--- src/tilemap_cfg.svh ---
`ifndef TILEMAP_CFG_SVH
`define TILEMAP_CFG_SVH

// Beam counters and scroll registers
`define POS_W 9

// Tile RAM word address, 64 x 64 map
`define TILE_ADDR_W 12

// CPU byte address, bit 0 picks the byte lane
`define CPU_ADDR_W 13

// Pattern ROM address: tile code then fine y
`define PAT_ADDR_W 14

// Fields of one tile RAM word
`define TILE_CODE_W 11
`define ATTR_W 5

`endif

--- src/tilemapPkg.sv ---
`include "tilemap_cfg.svh"

package tilemapPkg;

	//////////////////////////////////////////////////
	// Tile RAM word views
	//////////////////////////////////////////////////

	// CPU side sees two bytes
	typedef struct packed {
		logic [7:0] hi;
		logic [7:0] lo;
	} byteView_s;

	// Layer side sees attribute over code
	typedef struct packed {
		logic [`ATTR_W-1:0] attr;
		logic [`TILE_CODE_W-1:0] code;
	} tileView_s;

	typedef union packed {
		byteView_s bytes;
		tileView_s tile;
	} tileWord_u;

	//////////////////////////////////////////////////
	// Ports between blocks
	//////////////////////////////////////////////////

	typedef struct packed {
		logic [`POS_W-1:0] hPos;
		logic [`POS_W-1:0] vPos;
	} beamPos_s;

	// regSel picks scroll registers over tile RAM
	typedef struct packed {
		logic regSel;
		logic write;
		logic [`CPU_ADDR_W-1:0] addr;
		logic [7:0] wdata;
	} cpuReq_s;

	typedef struct packed {
		logic [1:0] idx;
		logic [7:0] data;
	} regWrite_s;

	// Row in the upper half, column in the lower half
	typedef struct packed {
		logic [`TILE_ADDR_W-1:0] addr;
	} fetchReq_s;

	typedef struct packed {
		logic [`PAT_ADDR_W-1:0] patAddr;
		logic [`ATTR_W-1:0] attr;
		logic [2:0] fineX;
	} patFetch_s;

endpackage

--- src/videoTiming.sv ---
`timescale 1ns/100ps
`include "tilemap_cfg.svh"

module videoTiming (
	input logic clk6M,
	input logic rstN,
	input logic hSyncN,
	input logic vSyncN,
	output tilemapPkg::beamPos_s beamPos
);

	// Registered sync copies for edge detection
	logic hSyncD;
	logic vSyncD;
	logic hFall;
	logic vFall;
	// Vsync fell somewhere in the current line
	logic vPending;

	assign hFall = hSyncD & ~hSyncN;
	assign vFall = vSyncD & ~vSyncN;

	always_ff @(posedge clk6M or negedge rstN) begin
		if (!rstN) begin
			hSyncD <= 1'b1;
			vSyncD <= 1'b1;
		end else begin
			hSyncD <= hSyncN;
			vSyncD <= vSyncN;
		end
	end

	// Horizontal counter restarts on each hsync fall
	// Vertical counter steps once per line
	always_ff @(posedge clk6M or negedge rstN) begin
		if (!rstN) begin
			beamPos <= '0;
			vPending <= 1'b0;
		end else begin
			if (hFall) begin
				beamPos.hPos <= '0;
				// New frame if vsync dropped since last line
				if (vPending || vFall)
					beamPos.vPos <= '0;
				else
					beamPos.vPos <= beamPos.vPos + 1'b1;
				vPending <= 1'b0;
			end else begin
				beamPos.hPos <= beamPos.hPos + 1'b1;
				if (vFall)
					vPending <= 1'b1;
			end
		end
	end

endmodule

--- config.mk ---
export PLATFORM = sky130hd
export DESIGN_NAME = videoTiming
export DESIGN_NICKNAME = d
export VERILOG_FILES = /design/src/tilemapPkg.sv /design/src/videoTiming.sv
export VERILOG_INCLUDE_DIRS = /design/src /design/src/src
export SDC_FILE = /design/constraint.sdc
export NUM_CORES = 1
export LEC_CHECK = 0
export BUFFER_PORTS_ARGS = -buffer_cell sky130_fd_sc_hd__buf_2
export CORE_ASPECT_RATIO = 1.1
export CORE_MARGIN = 2
export CORE_UTILIZATION = 25
export CTS_CLUSTER_DIAMETER = 50
export DETAILED_ROUTE_END_ITERATION = 8
export HOLD_SLACK_MARGIN = 0.05
export PLACE_DENSITY = 0.45
export SLEW_MARGIN = 15
export SYNTH_ARGS = -nofsm -noshare
export SYNTH_HDL_FRONTEND = slang
export SYNTH_SLANG_ARGS = --single-unit
--- constraint.sdc ---
create_clock -name clk6M -period 1.7 [get_ports clk6M]
set_input_delay 0.085 -clock clk6M [delete_from_list [all_inputs] [get_ports clk6M]]
set_output_delay 0.085 -clock clk6M [all_outputs]
set_load 0.01 [all_outputs]
==> flow_summary.toml <==
[cells_and_area]
multi_input_area_um2 = 392
fillers = 397
design_area_um2 = 1190
post-route-util_pct = 32.9
drive_above_1_share_pct = 25.8
layout_common_cells = "buf_2 (21), dfrtp_1 (19), a21oi_1 (12)"
layout_commonest_cell = "buf_2"
area_growth_pct = 27.1
seqCellArea_um2 = 528
fin_nets = 127
antenna_cells = 0

[yosys]
synth_area_leaders = "dfrtp_1 (51%), a21oi_1 (6.4%), dfstp_2 (5.6%), o21ai_0 (4.8%), or3_1 (4.0%)"
synth-simple-area-share_pct = 22.5
ys_ff_latch = 21
syn_area_um2 = 938
synth_fa_ha_area_share_pct = 2.67
synth-async-reset-ratio_pct = 100
synth_edf_count = 0
yosys_warnings = 0
syn-mean-instance-area_um2 = 10.3
synth_compound_area_share_pct = 12.8
syn_nets = 97
synth_top_family_by_area = "simple AND/OR/NAND/NOR gates"
syn_inst = 91
muxShareOfSynthArea_pct = 0
yosys.area.top_type = "dfrtp_1"
synth_cell_types = 23
yosysTopAreaCellShare_pct = 50.7
synth_xor_area_share_pct = 3.73
synth_ff_type = "dfrtp_1"
yosysSeqAreaShare_pct = 56.3

[placement]
place_congestion = 0.740
dpl-instance-area_um2 = 1120
place_hpwl_um = 1400
dp_slack_ns = 0.278
port_buffers = 21

[global_routing]
grt_pass1_vias = 767
grt_usage_pct = 10.5
grt_max_degree = 22
antenna_found_initial = 0
overflow = 0
grt_pass1_wl_um = 3460

[power_and_ir_drop]
ir_worst_vdd_mv = 0.493
p_per_area_nw_per_um2 = 956
p_leak_nw = 0.549

[clock_tree]
post_cts_buffers = 0
path_clk_slew_ns = 0.08
cts_resized = 0
root_buffer = "clkbuf_8"
cts-buffers-inserted = 3
cts.sinks = 21
hold_buffers = 3
htree_levels = 1
clk_path_buf_depth = 2
clock_latency_ns = 0.26
cts_tree = "yes"

[timing]
worst-slew-pin-transition_ns = 0.475
relSlewSlack_pct = 68.4
tns_ns = 0
fmax_ghz = 0.687
period_minus_slack_ns = 1.46
fin_worst_skew_ns = 0.00215
hold-worst-slack_ns = 0.320
drv_slew = 0
finalHoldViolCount = 0
fin_crit_sh_pct = 85.6
rsz0062_at_grt = "no"
setup-violations-final = 0
timing.final.ws_setup_ns = 0.244

[detailed_routing]
postRouteAntennaNets = 0
drt_iter0_markers = 39
via_count = 793
vias_per_cell = 4.66
drc = 0
routed_wl_um = 2000
wl_per_cell_um = 11.7
dr.pass1.iters = 4

[critical_path]
setup.worst_path.start_class = "primary input"
worstPathArrival_ns = 1.64
criticalPathCategory = "primary input to register"
cp_data_required_time_ns = 1.89
cp_max_fo = 6
cp-end-kind = "register"

[floorplan]
num_rows = 23
start_util_pct = 25.9
die_h_um = 68.3
pin_count = 22
die_w_um = 62.4
core_area_um2 = 3630
die_area_um2 = 4260

[worst_hold_path]
hp-class = "primary input to async pin"

[run]
cap_violations = 0

[status]
status = "finished clean"
critical path, stage by stage:
cell and delay, ns:
dlygate4sd3_1 0.52, buf_2 0.15, nand4b_1 0.28, or4_1 0.46, a21oi_1 0.15
layout make-up:
type	count	share of cell area [%]
timing repair buffer	26	12.6
multi-input combinational	65	32.8
inverter	4	1.26
clock buffer	4	3.78
sequential	21	44.3
tap	50	5.25
flip-flops by register name, summed over array words and instances (netlist names):
name / cells
vSyncD: 1
vPending: 1
beamPos: 18
hSyncD: 1
report_power, final:
group	internal, mW	switching (mW)
registers	0.554	0.0612
logic	0.0909	0.106
clock network	0.167	0.160
total	0.812	0.328
Yosys cell counts, types with 3 or more instances:
cell type	n
a21oi_1	12
or3_1	6
dfrtp_1	19
nor2_1	5
xnor2_1	3
nand4_1	3
nand3_1	5
nand2_1	5
o21ai_0	9
inv_1	4
through the flow:
step,std cells,total power [mW]
final,170,1.14
after CTS,170,1.16
after detailed placement,163,0.820
after floorplan,91,0.724
after global routing,170,1.21
after global placement,163,0.817
routing by layer:
metal	global-route usage, %	wire (µm)	up-vias
met5	0	0	-
met4	5.00	37	0
met3	2.14	62	5
met2	17.2	945	17
met1	13.4	950	382
li1	-	-	389
cells by family (layout without fill, tap and decap cells):
| family | after synthesis | after routing |
|---|---|---|
| AOI/OAI and AO/OA | 23 | 23 |
| and+or+nand+nor | 36 | 36 |
| DFF | 21 | 21 |
| xor gates and xnor gates | 4 | 4 |
| adders and majority gates | 2 | 2 |
| buffers and inverters | 5 | 34 |
path summary, 6_finish.rpt:
path                               endpoint  startpoint  cells after the start  slack [ns]
min in group clk6M                   vSyncD      vSyncN                      2        0.49
worst max-delay path             beamPos[7]      hSyncN                      5        0.24
max in group asynchronous            vSyncD        rstN                      2        1.03
worst max register to register   beamPos[7]      hSyncD                      3        0.25
worst min-delay path            beamPos[16]        rstN                      2        0.32
worst min register to register   beamPos[9]  beamPos[9]                      1        0.52
Note: power is estimated with default switching activity, not from simulation.
