File: src/tilemap_cfg.svh
`ifndef TILEMAP_CFG_SVH
`define TILEMAP_CFG_SVH

// Beam counters and scroll registers
`define POS_W 9

// Tile RAM word address, 64 x 64 map
`define TILE_ADDR_W 12

// CPU byte address, bit 0 picks the byte lane
`define CPU_ADDR_W 13

// Pattern ROM address: tile code then fine y
`define PAT_ADDR_W 14

// Fields of one tile RAM word
`define TILE_CODE_W 11
`define ATTR_W 5

`endif

File: src/tilemapPkg.sv
`include "tilemap_cfg.svh"

package tilemapPkg;

	//////////////////////////////////////////////////
	// Tile RAM word views
	//////////////////////////////////////////////////

	// CPU side sees two bytes
	typedef struct packed {
		logic [7:0] hi;
		logic [7:0] lo;
	} byteView_s;

	// Layer side sees attribute over code
	typedef struct packed {
		logic [`ATTR_W-1:0] attr;
		logic [`TILE_CODE_W-1:0] code;
	} tileView_s;

	typedef union packed {
		byteView_s bytes;
		tileView_s tile;
	} tileWord_u;

	//////////////////////////////////////////////////
	// Ports between blocks
	//////////////////////////////////////////////////

	typedef struct packed {
		logic [`POS_W-1:0] hPos;
		logic [`POS_W-1:0] vPos;
	} beamPos_s;

	// regSel picks scroll registers over tile RAM
	typedef struct packed {
		logic regSel;
		logic write;
		logic [`CPU_ADDR_W-1:0] addr;
		logic [7:0] wdata;
	} cpuReq_s;

	typedef struct packed {
		logic [1:0] idx;
		logic [7:0] data;
	} regWrite_s;

	// Row in the upper half, column in the lower half
	typedef struct packed {
		logic [`TILE_ADDR_W-1:0] addr;
	} fetchReq_s;

	typedef struct packed {
		logic [`PAT_ADDR_W-1:0] patAddr;
		logic [`ATTR_W-1:0] attr;
		logic [2:0] fineX;
	} patFetch_s;

endpackage

File: src/tileLayer.sv
`timescale 1ns/100ps
`include "tilemap_cfg.svh"

module tileLayer (
	input logic clk6M,
	input logic rstN,
	input logic vSyncN,
	input tilemapPkg::beamPos_s beamPos,
	input logic regWe,
	input tilemapPkg::regWrite_s regWrite,
	output logic fetchValid,
	output tilemapPkg::fetchReq_s fetchReq,
	input logic fetchReady,
	input tilemapPkg::tileWord_u fetchData,
	output logic patFetchValid,
	output tilemapPkg::patFetch_s patFetch
);

	// Live copies, written by the CPU
	logic [`POS_W-1:0] scrollXLive;
	logic [`POS_W-1:0] scrollYLive;
	logic flipLive;
	// Frame copies, used for fetching
	logic [`POS_W-1:0] scrollXShadow;
	logic [`POS_W-1:0] scrollYShadow;
	logic flipShadow;
	logic vSyncD;
	logic vFall;
	// Scrolled map position
	logic [`POS_W-1:0] xPos;
	logic [`POS_W-1:0] yPos;
	logic fetchStart;
	logic fetchGrant;
	// Request stage payload
	logic [2:0] reqFineY;
	logic [2:0] reqFineX;
	// Grant stage, RAM data due next cycle
	logic gntValid;
	logic [2:0] gntFineY;
	logic [2:0] gntFineX;

	//////////////////////////////////////////////////
	// Scroll registers
	//////////////////////////////////////////////////

	always_ff @(posedge clk6M or negedge rstN) begin
		if (!rstN) begin
			scrollXLive <= '0;
			scrollYLive <= '0;
			flipLive <= 1'b0;
		end else if (regWe) begin
			case (regWrite.idx)
				2'd0: scrollXLive[`POS_W-2:0] <= regWrite.data;
				2'd1: begin
					scrollXLive[`POS_W-1] <= regWrite.data[0];
					flipLive <= regWrite.data[7];
				end
				2'd2: scrollYLive[`POS_W-2:0] <= regWrite.data;
				default: scrollYLive[`POS_W-1] <= regWrite.data[0];
			endcase
		end
	end

	assign vFall = vSyncD & ~vSyncN;

	// Shadows take effect from the next frame
	always_ff @(posedge clk6M or negedge rstN) begin
		if (!rstN) begin
			vSyncD <= 1'b1;
			scrollXShadow <= '0;
			scrollYShadow <= '0;
			flipShadow <= 1'b0;
		end else begin
			vSyncD <= vSyncN;
			if (vFall) begin
				scrollXShadow <= scrollXLive;
				scrollYShadow <= scrollYLive;
				flipShadow <= flipLive;
			end
		end
	end

	//////////////////////////////////////////////////
	// Tile fetch
	//////////////////////////////////////////////////

	// Flip mirrors the beam, wraps mod 512
	always_comb begin
		xPos = (flipShadow ? ~beamPos.hPos : beamPos.hPos) + scrollXShadow;
		yPos = (flipShadow ? ~beamPos.vPos : beamPos.vPos) + scrollYShadow;
	end

	// One request per 8-pixel column
	assign fetchStart = ~fetchValid & (xPos[2:0] == 3'd0);
	assign fetchGrant = fetchValid & fetchReady;

	always_ff @(posedge clk6M or negedge rstN) begin
		if (!rstN) begin
			fetchValid <= 1'b0;
			gntValid <= 1'b0;
			patFetchValid <= 1'b0;
		end else begin
			if (fetchStart)
				fetchValid <= 1'b1;
			else if (fetchGrant)
				fetchValid <= 1'b0;
			gntValid <= fetchGrant;
			patFetchValid <= gntValid;
		end
	end

	// Payload held steady until granted
	always_ff @(posedge clk6M) begin
		if (fetchStart) begin
			fetchReq.addr <= {yPos[`POS_W-1:3], xPos[`POS_W-1:3]};
			reqFineY <= yPos[2:0];
			reqFineX <= scrollXShadow[2:0];
		end
		if (fetchGrant) begin
			gntFineY <= reqFineY;
			gntFineX <= reqFineX;
		end
		// Word arrives here, decode as code and attribute
		if (gntValid) begin
			patFetch.patAddr <= {fetchData.tile.code, gntFineY};
			patFetch.attr <= fetchData.tile.attr;
			patFetch.fineX <= gntFineX;
		end
	end

endmodule

File: config.mk
export PLATFORM = sky130hd
export DESIGN_NAME = tileLayer
export DESIGN_NICKNAME = d
export VERILOG_FILES = /design/src/tilemapPkg.sv /design/src/tileLayer.sv
export VERILOG_INCLUDE_DIRS = /design/src /design/src/src
export SDC_FILE = /design/constraint.sdc
export NUM_CORES = 1
export LEC_CHECK = 0
export BUFFER_PORTS_ARGS = -buffer_cell sky130_fd_sc_hd__buf_2
export CORE_ASPECT_RATIO = 1.25
export CORE_MARGIN = 2
export CORE_UTILIZATION = 43
export DETAILED_ROUTE_END_ITERATION = 6
export PLACE_DENSITY_LB_ADDON = 0.12
export SYNTH_ARGS = -nofsm -noshare
export SYNTH_HDL_FRONTEND = slang
export SYNTH_SLANG_ARGS = --single-unit
File: constraint.sdc
create_clock -name clk6M -period 6.4 [get_ports clk6M]
set_input_delay 1.6 -clock clk6M [delete_from_list [all_inputs] [get_ports clk6M]]
set_output_delay 1.6 -clock clk6M [all_outputs]
set_load 0.005 [all_outputs]
==> results of run 1 <==
## stage by stage
step                      total power [mW]  cells  hold slack [ns]  worst slack [ns]
after floorplan                      1.302    249           0.4003             1.439
after global placement               1.462    451           0.4013             2.897
after detailed placement             1.479    451           0.4045             2.863
after CTS                            1.848    467           0.4198             3.212
after global routing                 1.951    467           0.4313             3.116
final                                1.820    467           0.4178             3.201
## cells in the mapped netlist (2+ instances only)
cell type / count
a211oi_1: 2
a21o_1: 3
a21oi_1: 11
buf_2: 4
dfrtp_1: 41
edfxtp_1: 46
fa_1: 2
ha_1: 16
inv_1: 10
mux2_2: 39
nand2_1: 4
nand2b_1: 4
nand3_1: 3
nand3b_1: 2
nor2_1: 5
nor3_1: 2
o21ai_0: 4
o21bai_1: 2
xnor2_1: 13
xor2_1: 19
## registers in the layout, summed over array words and instances (netlist names), 9 cells and up
register       cells
scrollXShadow      9
scrollXLive        9
scrollYLive        9
patFetch          22
fetchReq          12
scrollYShadow      9
## logic make-up (layout without fill, tap and decap cells)
family | count (synthesis) | count (layout) | share of synthesized area (%)
DFF | 88 | 88 | 63.92
adders and majority gates | 18 | 18 | 6.310
and+or+nand+nor | 29 | 29 | 4.469
xor gates and xnor gates | 32 | 32 | 7.361
buffers and inverters | 14 | 112 | 1.512
muxes | 40 | 40 | 11.80
AOI/OAI and AO/OA | 28 | 28 | 4.634
## worst max path at each step
stage	to	slack [ns]	cells past startpoint
after floorplan	fetchReq[0]$_DFFE_PP_	1.44	6
after global placement	fetchReq[11]$_DFFE_PP_	2.90	9
after detailed placement	fetchReq[10]$_DFFE_PP_	2.86	8
after CTS	fetchReq[11]$_DFFE_PP_	3.21	9
after global routing	reqFineX[1]$_DFFE_PP_	3.12	8
final	fetchReq[11]$_DFFE_PP_	3.20	9
## final cells by class
| class | count | area, um^2 |
|---|---|---|
| clock buffer | 10 | 127.6 |
| clock inverter | 6 | 60.06 |
| fill | 774 | 4086 |
| inverter | 10 | 37.54 |
| multi-input combinational | 147 | 1323 |
| sequential | 88 | 2434 |
| tap | 120 | 150.1 |
| timing repair buffer | 86 | 435.4 |
## where the power goes
group | total, mW | internal (mW) | switching [mW]
Combinational | 0.615 | 0.299 | 0.316
Sequential | 0.841 | 0.784 | 0.0571
Clock | 0.364 | 0.179 | 0.185
Total | 1.82 | 1.26 | 0.558
## metal layers
layer  part of all wire (%)  track usage [%]
met4                    1.1            5.195
met1                     43            17.11
met3                    6.1            4.466
met2                     50            22.82
met5                      0                0
## critical path, stage by stage
cell	delay [ns]
buf_2	0.10
xor2_1	0.15
ha_1	0.22
inv_1	0.07
fa_1	0.39
nand2b_1	0.16
o2bb2ai_1	0.18
o31ai_1	0.31
xnor2_1	0.11
==> Implementation_results.wiki, run 1 <==
{| class="wikitable"
! Metric !! Value
|-
| RSZ-0062 raised after global routing || false
|-
| Cell depth of the worst flop-to-flop path || 8
|-
| Worst Setup Path Type || in2reg
|-
| Max capacitance violation total || 0
|-
| Share of cells above drive strength 1 || 41.50%
|-
| Required time at the worst-slack endpoint || 6.49 ns
|-
| Commonest cells after routing, fill and taps aside || buf_2, edfxtp_1, dfrtp_1
|-
| Worst setup slack for register-to-register paths || 3.87 ns
|-
| Diode count || 0
|-
| Latest clock arrival within the worst-skew pair || 0.34 ns
|-
| Lkg Pwr || 1.952 nW
|-
| Detailed-route wire length || 6.298 mm
|-
| Terminating pin of the worst hold path || patFetch[10]$_DFFE_PP_
|-
| Die Outline Area || 9628 um^2
|-
| Final setup skew || 0.009709 ns
|-
| Die span in y || 109.2 um
|-
| CTS tree || done
|-
| Synthesized net count || 316
|-
| H-tree level count || 3
|-
| Worst-path clk slew || 0.08 ns
|-
| Number of hold buffers added after CTS || 0
|-
| Reg-to-reg critical path startpoint || flipShadow$_DFFE_PN0P_
|-
| Synth warn || 0
|-
| Total CTS buffers || 9
|-
| Cell area after layout || 4567 um^2
|-
| Primary FF master, synth || edfxtp_1
|-
| Worst Hold Launch || gntFineY[2]$_DFFE_PP_
|-
| Crit path max fanout || 3
|-
| Routability Congestion || 0.7664
|-
| Endpoints failing hold || 0
|-
| Total count of max-transition violations in the final report || 0
|-
| Run status || finished, final reports clean
|-
| Placed Instance Area || 4379 um^2
|-
| Final period demand of the worst path || 3.199 ns
|-
| Remaining DRCs || 0
|-
| Vias per inst || 4.803
|-
| Setup Fix Bufs, Post-CTS || 0
|-
| Final clock period utilization by the worst path || 49.99%
|-
| Via count of the first global-routing pass || 2139
|-
| Number of routed nets with antenna violations || 0
|-
| Number of buffers between clock root and the deepest sink || 2
|-
| Number of top-level pins || 85
|-
| Worst slew margin relative to its limit || 37.11%
|-
| Portion of synthesized cell area occupied by the leading cell type || 36.28%
|-
| Arrival time of data at the critical path endpoint || 3.29 ns
|-
| Sequential fraction of the synthesis area || 63.92%
|-
| Most common cell after layout, fill and taps aside || buf_2
|-
| Pin slew with the least headroom to its limit || 0.9433 ns
|-
| Highest clock frequency the design can meet || 312.6 MHz
|-
| All-Layer GR Usage || 13.92%
|-
| Cell at the root of the clock tree || clkbuf_8
|-
| Antenna violations before repair || 0
|-
| PwrDens || 398.4 nW/um^2
|-
| Syn Inst Count || 249
|-
| Number of gates resized after CTS || 0
|-
| Final HPWL from detailed placement || 4.542 mm
|-
| Largest cells by area after synthesis || edfxtp_1, dfrtp_1, mux2_2
|-
| Category of the worst setup path capture point || flip-flop
|-
| Peak supply drop || 0.1620 mV
|-
| Final core utilization || 52.78%
|-
| Number of placement rows || 38
|-
| Reg-to-Reg End || reqFineX[1]$_DFFE_PP_
|-
| Number of iterations in the first detailed-routing pass || 4
|-
| First-pass GRT wire length || 10.12 mm
|-
| Number of synthesized flops with an enable pin || 46
|-
| Worst hold path depth || 0
|-
| Horizontal extent of the die || 88.17 um
|-
| Total of flip-flops plus latches after synthesis || 88
|-
| CTS Sinks || 88
|-
| Number of buffers added on ports || 84
|-
| Final-layout setup total negative slack || 0 ns
|-
| Syn_area_per_cell || 15.29 um^2
|-
| Kind of path behind the tightest hold check || reg2reg
|-
| Critical path origin || beamPos[0]
|-
| Largest net degree at the start of global routing || 43
|-
| Unique cell type count in the Yosys netlist || 37
|-
| Synth-to-Final Area Change || 19.95%
|-
| Number of nets in the final layout || 409
|-
| Final setup violation count || 0
|-
| Starting density of the core || 44.00%
|-
| Count of routing violations after the opening detailed-route iteration || 124
|-
| Launching element type of the critical path || input port
|-
| Area of the mapped netlist || 3807 um^2
|-
| Total core area || 8653 um^2
|-
| Async S/R FF share, synth || 47.73%
|-
| Routed via count || 2243
|-
| Routed wirelength normalized by instance count || 13.49 um
|-
| Area leader, netlist || edfxtp_1
|-
| Total gr overflow || 0
|}
Power figures use the tool's default switching activity.
==> run 2: changes to the inputs <==
- ABC_AREA: unset -> 1
- clock period: 6.4 -> 2.6 ns (I/O delays scaled with it)
==> run 2 against run 1 <==
Net effect: non-clock buffer count rose by 4; critical path type is now reg2reg; highest routed layer unchanged; cell area up 8.7%; critical path depth did not move; final cell count rose by 26%.
==> Implementation_results.wiki, run 2 <==
{| class="wikitable"
! Metric !! Value
|-
| Die Outline Area || 10350 um^2
|-
| Largest cells by area after synthesis || edfxtp_1, dfrtp_1, nand2_1
|-
| Synth warn || 0
|-
| Ordered cell list for the critical path || xor2_1, ha_1, inv_1, fa_1, inv_1, nor2_1, nand2_1, nor2_2, buf_4
|-
| Worst slew margin relative to its limit || 45.55%
|-
| Number of iterations in the first detailed-routing pass || 4
|-
| All-Layer GR Usage || 13.83%
|-
| Number of routed nets with antenna violations || 0
|-
| Number of top-level pins || 85
|-
| Portion of synthesized cell area occupied by the leading cell type || 33.64%
|-
| Diode count || 0
|-
| Most common cell after layout, fill and taps aside || nand2_1
|-
| Fraction of power spent switching nets || 28.94%
|-
| Power share of the sequential group || 44.8%
|-
| Detailed-route wire length || 6.731 mm
|-
| Synthesized net count || 432
|-
| Worst path slowest cell || dfrtp_1
|-
| Final period demand of the worst path || 2.234 ns
|-
| Antenna violations before repair || 0
|-
| PwrDens || 890.7 nW/um^2
|-
| Total gr overflow || 0
|-
| Final setup violation count || 0
|-
| Combinational share of power || 28.4%
|-
| Remaining DRCs || 0
|-
| Arrival time of data at the critical path endpoint || 2.27 ns
|-
| Number of hold buffers added after CTS || 0
|-
| Kind of cell with the highest combined delay on the critical path || adder cells
|-
| Area of the mapped netlist || 4106 um^2
|-
| Latest clock arrival within the worst-skew pair || 0.32 ns
|-
| First-pass GRT wire length || 11.27 mm
|-
| Sequential fraction of the synthesis area || 59.26%
|-
| CP peak stage delay || 0.51 ns
|-
| Total core area || 9223 um^2
|-
| Total count of max-transition violations in the final report || 0
|-
| Routed wirelength normalized by instance count || 11.45 um
|-
| Worst-case setup slack after placement || 0.1519 ns
|-
| Launching element type of the critical path || flip-flop
|-
| Reported net switching power || 1.280 mW
|-
| CTS Sinks || 88
|-
| Cell at the root of the clock tree || clkbuf_16
|-
| Kind of path behind the tightest hold check || in2async
|-
| Horizontal extent of the die || 91.41 um
|-
| Endpoints failing hold || 0
|-
| Number of buffers added on ports || 84
|-
| Syn_area_per_cell || 11.25 um^2
|-
| Largest registers || patFetch x22, fetchReq x12
|-
| Via count of the first global-routing pass || 2456
|-
| Number of synthesized flops with an enable pin || 46
|-
| Routability Congestion || 0.8085
|-
| Filler instances || 835
|-
| Peak supply drop || 0.4131 mV
|-
| Pin slew with the least headroom to its limit || 0.8167 ns
|-
| Vias per inst || 4.483
|-
| Total of flip-flops plus latches after synthesis || 88
|-
| Total CTS buffers || 9
|-
| Crit path max fanout || 6
|-
| Lkg Pwr || 2.452 nW
|-
| Setup slack of the critical path after layout || 0.3659 ns
|-
| Worst-path clk slew || 0.06 ns
|-
| Routed via count || 2636
|-
| Number of gates resized after CTS || 0
|-
| Final HPWL from detailed placement || 5.326 mm
|-
| Placed Instance Area || 4683 um^2
|-
| Area leader, netlist || edfxtp_1
|-
| RSZ-0062 raised after global routing || false
|-
| Highest clock frequency the design can meet || 447.6 MHz
|-
| Post-Route Hold Slack || 0.3454 ns
|-
| Unique cell type count in the Yosys netlist || 26
|-
| Final clock period utilization by the worst path || 85.93%
|-
| Most used cell along the critical path || inv_1
|-
| Number of buffers between clock root and the deepest sink || 2
|-
| Share of cells above drive strength 1 || 31.18%
|-
| Most frequently used cell type in the post-synthesis netlist || nand2_1
|-
| Number of nets in the final layout || 527
|-
| Worst Setup Path Type || reg2reg
|-
| Syn Inst Count || 365
|-
| Cell area after layout || 4965 um^2
|-
| Required time at the worst-slack endpoint || 2.64 ns
|-
| Final-layout setup total negative slack || 0 ns
|-
| Final Power || 4.422 mW
|-
| Most instantiated cells after synthesis || nand2_1, inv_1, edfxtp_1
|-
| Category of the worst setup path capture point || flip-flop
|-
| Commonest cells after routing, fill and taps aside || nand2_1, buf_2, inv_1
|-
| Combined buffer and inverter count along the critical path || 3
|-
| Run status || finished, final reports clean
|-
| Count of routing violations after the opening detailed-route iteration || 100
|-
| Starting density of the core || 44.53%
|-
| Number of placement rows || 39
|-
| Async S/R FF share, synth || 47.73%
|-
| Setup Fix Bufs, Post-CTS || 0
|-
| Fraction of power consumed by the clock network || 26.8%
|-
| CTS tree || done
|-
| Largest net degree at the start of global routing || 29
|-
| Die span in y || 113.3 um
|-
| Primary FF master, synth || edfxtp_1
|-
| Final setup skew || 0.002529 ns
|-
| Internal power contribution || 3.142 mW
|-
| H-tree level count || 3
|-
| Max capacitance violation total || 0
|-
| Number of flip-flops under the largest register name || 22
|-
| Synth-to-Final Area Change || 20.90%
|-
| Top register by number of flip-flops || patFetch
|}
[run 2: changes by cell type after synthesis, moves of 10 or more]
cell,previous run,this run
nand3_1,3,17
inv_1,10,52
nand2_1,4,89
nor2_1,5,15
o21ai_2,0,17
mux2_2,39,4
mux2_4,0,10
[run 2: per-stage QoR]
step / std cells / utilization, %
after floorplan: 365 / -
after global placement: 572 / 50.78
after detailed placement: 572 / 50.78
after CTS: 588 / 53.83
after global routing: 588 / 53.83
final: 588 / 53.83
[run 2: worst register-to-register path, delay by kind of cell (launching register included)]
kind,cells,cell delay [ns]
buf+inv,3,0.27
simple gates,3,0.33
xor+xnor,1,0.19
flops,1,0.51
fa+ha+maj,2,0.66
[run 2: layout make-up]
class	instances	area [um^2]	share of cell area, %
clock buffers	11	232.7	4.687
clock inverters	5	48.80	0.9829
inverters	56	210.2	4.234
multi-input cells	215	1408	28.35
flip-flops and latches	88	2434	49.02
well taps	123	153.9	3.100
repair buffers	90	478.0	9.627
[run 2: kinds of logic (layout without fill, tap and decap cells)]
group                      count (synthesis)  after routing  share of synthesized area (%)
AOI/OAI and AO/OA                         30             30                          5.241
and+or+nand+nor                          131            131                          13.68
xor gates and xnor gates                  22             22                          4.692
DFF                                       88             88                          59.26
adders and majority gates                 18             18                          5.850
muxes                                     14             14                          4.753
buffers and inverters                     62            162                          6.520
[run 2: worst paths after layout]
check	start	slack, ns	to	depth (start not counted)
worst max-delay path	flipShadow$_DFFE_PN0P_	0.37	fetchReq[3]$_DFFE_PP_	9
min in group clk6M	reqFineY[0]$_DFFE_PP_	0.42	gntFineY[0]$_DFFE_PP_	0
max in group asynchronous	rstN	1.60	vSyncD$_DFF_PN1_	2
worst max register to register	flipShadow$_DFFE_PN0P_	0.37	fetchReq[3]$_DFFE_PP_	9
worst min register to register	reqFineY[0]$_DFFE_PP_	0.42	gntFineY[0]$_DFFE_PP_	0
worst min-delay path	rstN	0.35	scrollXLive[6]$_DFFE_PN0P_	1
[run 2: routing by layer]
layer  track usage [%]  share of wire (%)
met5                 0                  0
met4             6.566                2.1
met3             3.063                4.7
met2             22.11                 49
met1             17.95                 45
[run 2: power groups by stage]
stage               Clock [mW]  Sequential [mW]  Combinational, mW
floorplan                    0             1.99              0.901
global placement             0             2.01               1.25
detailed placement           0             2.01               1.26
CTS                       1.23             1.99               1.27
global route              1.27             2.02               1.45
finish                    1.18             1.98               1.25
==> run 3: changes to the inputs <==
- ABC_AREA: 1 -> unset
==> run 3 against run 2 <==
Net effect: core utilization rose by 0.10 points; non-clock buffer count grew 1; flip-flop and latch count unchanged; final cell count fell by 20%; critical endpoint is now fetchReq[11]$_DFFE_PP_; die area fell by 7.0%; count of clock-buffer cells in the layout shrank 1; combinational power increased by 29%; first-iteration DRC count down 54%; cell area fell by 6.0%.
==> Implementation_results.wiki, run 3 (synthesis gave the netlist of run 1 again) <==
{| class="wikitable"
! Metric !! Value
|-
| Run status || finished, final reports clean
|-
| Total area of multi-input combinational cells || 1344 um^2
|-
| Total CTS buffers || 9
|-
| Final setup skew || 0.007073 ns
|-
| Antenna violations before repair || 0
|-
| Total gr overflow || 0
|-
| Final setup violation count || 0
|-
| Filler instances || 773
|-
| Cell area after layout || 4667 um^2
|-
| Setup slack of the critical path after layout || 0.2026 ns
|-
| Number of gates resized after CTS || 0
|-
| Setup Fix Bufs, Post-CTS || 0
|-
| Detailed-route wire length || 6.181 mm
|-
| Number of buffers between clock root and the deepest sink || 2
|-
| Routed wirelength normalized by instance count || 13.10 um
|-
| Die Outline Area || 9628 um^2
|-
| Total core area || 8653 um^2
|-
| Sum of met3 wire segment lengths after detailed routing || 393 um
|-
| Required time at the worst-slack endpoint || 2.71 ns
|-
| Crit path max fanout || 10
|-
| Post-Route Hold Slack || 0.3400 ns
|-
| Final Power || 4.655 mW
|-
| Final core utilization || 53.93%
|-
| Final HPWL from detailed placement || 4.625 mm
|-
| Number of instances in the placed design || 456
|-
| Starting density of the core || 44.00%
|-
| Via count of the first global-routing pass || 2160
|-
| Arrival time of data at the critical path endpoint || 2.50 ns
|-
| Cell at the root of the clock tree || clkbuf_8
|-
| Total count of max-transition violations in the final report || 0
|-
| Worst Setup Path Type || reg2reg
|-
| Routed via count || 2266
|-
| Remaining DRCs || 0
|-
| Highest clock frequency the design can meet || 417.1 MHz
|-
| Number of top-level pins || 85
|-
| Number of placement rows || 38
|-
| All-Layer GR Usage || 14.27%
|-
| Routability Congestion || 0.7940
|-
| Number of nets in the final layout || 414
|-
| Diode count || 0
|-
| Horizontal extent of the die || 88.17 um
|-
| Vias per inst || 4.801
|-
| Placed Instance Area || 4463 um^2
|-
| RSZ-0062 raised after global routing || false
|-
| Number of flip-flops under the largest register name || 22
|-
| Largest registers || patFetch x22, fetchReq x12
|-
| CTS Sinks || 88
|-
| Met2 wire len || 3.012 mm
|-
| Number of routed nets with antenna violations || 0
|-
| Lkg Pwr || 2.006 nW
|-
| Final clock period utilization by the worst path || 92.21%
|-
| Final-layout setup total negative slack || 0 ns
|-
| Highest routed layer || met4
|-
| Register area || 2434 um^2
|-
| Number of iterations in the first detailed-routing pass || 5
|-
| Max capacitance violation total || 0
|-
| Number of buffers added on ports || 84
|-
| Share of cells above drive strength 1 || 44.03%
|-
| Most common cell after layout, fill and taps aside || buf_2
|-
| Count of routing violations after the opening detailed-route iteration || 46
|-
| Wire length on met1 || 2.647 mm
|-
| Kind of path behind the tightest hold check || in2async
|-
| Worst slew margin relative to its limit || 44.22%
|-
| H-tree level count || 3
|-
| Latest clock arrival within the worst-skew pair || 0.36 ns
|-
| PwrDens || 997.3 nW/um^2
|-
| Pin slew with the least headroom to its limit || 0.8367 ns
|-
| Launching element type of the critical path || flip-flop
|-
| Die span in y || 109.2 um
|-
| Largest net degree at the start of global routing || 43
|-
| Worst-path clk slew || 0.09 ns
|-
| First-pass GRT wire length || 10.25 mm
|-
| Endpoints failing hold || 0
|-
| Worst-case setup slack after placement || 0.02437 ns
|-
| Final period demand of the worst path || 2.397 ns
|-
| Number of hold buffers added after CTS || 0
|-
| CTS tree || done
|-
| Top register by number of flip-flops || patFetch
|-
| Synth-to-Final Area Change || 22.58%
|-
| Peak supply drop || 0.4737 mV
|-
| Post-route insts no fill || 472
|-
| Category of the worst setup path capture point || flip-flop
|-
| Commonest cells after routing, fill and taps aside || buf_2, edfxtp_1, dfrtp_1
|}
==> run 3: area by class of cell <==
cell class,count,share of cell area (%)
clock buffers,10,2.949
clock inverters,6,1.421
inverters,10,0.8043
multi-input cells,147,28.79
flip-flops and latches,88,52.14
well taps,120,3.217
repair buffers,91,10.67
==> run 3: worst paths after layout <==
kind,start,endpoint,slack (ns),depth (start not counted)
max,flipShadow$_DFFE_PN0P_,fetchReq[11]$_DFFE_PP_,0.20,9
min,rstN,scrollXShadow[6]$_DFFE_PN0P_,0.34,2
max reg2reg,flipShadow$_DFFE_PN0P_,fetchReq[11]$_DFFE_PP_,0.20,9
min reg2reg,reqFineX[1]$_DFFE_PP_,gntFineX[1]$_DFFE_PP_,0.42,0
max in group asynchronous,rstN,vSyncD$_DFF_PN1_,1.87,2
min in group clk6M,vSyncN,vSyncD$_DFF_PN1_,0.39,1
==> run 3: layer usage <==
metal / track usage, % / vias up
li1: - / 1101
met1: 17.69 / 1089
met2: 22.56 / 67
met3: 4.466 / 9
met4: 6.818 / 0
met5: 0 / -
==> run 3: worst max-delay path, stage by stage, from the launching register on <==
cell,delay [ns]
dfrtp_1,0.41
buf_12,0.15
xor2_1,0.16
ha_1,0.21
inv_1,0.06
fa_1,0.39
nand2b_1,0.16
o2bb2ai_1,0.19
o31ai_1,0.31
xnor2_1,0.10
==> run 3: power by group <==
group | internal (mW) | switching [mW] | leakage (nW)
clock network | 0.476 | 0.485 | 0.107
registers | 1.93 | 0.150 | 0.922
logic | 0.824 | 0.791 | 0.976
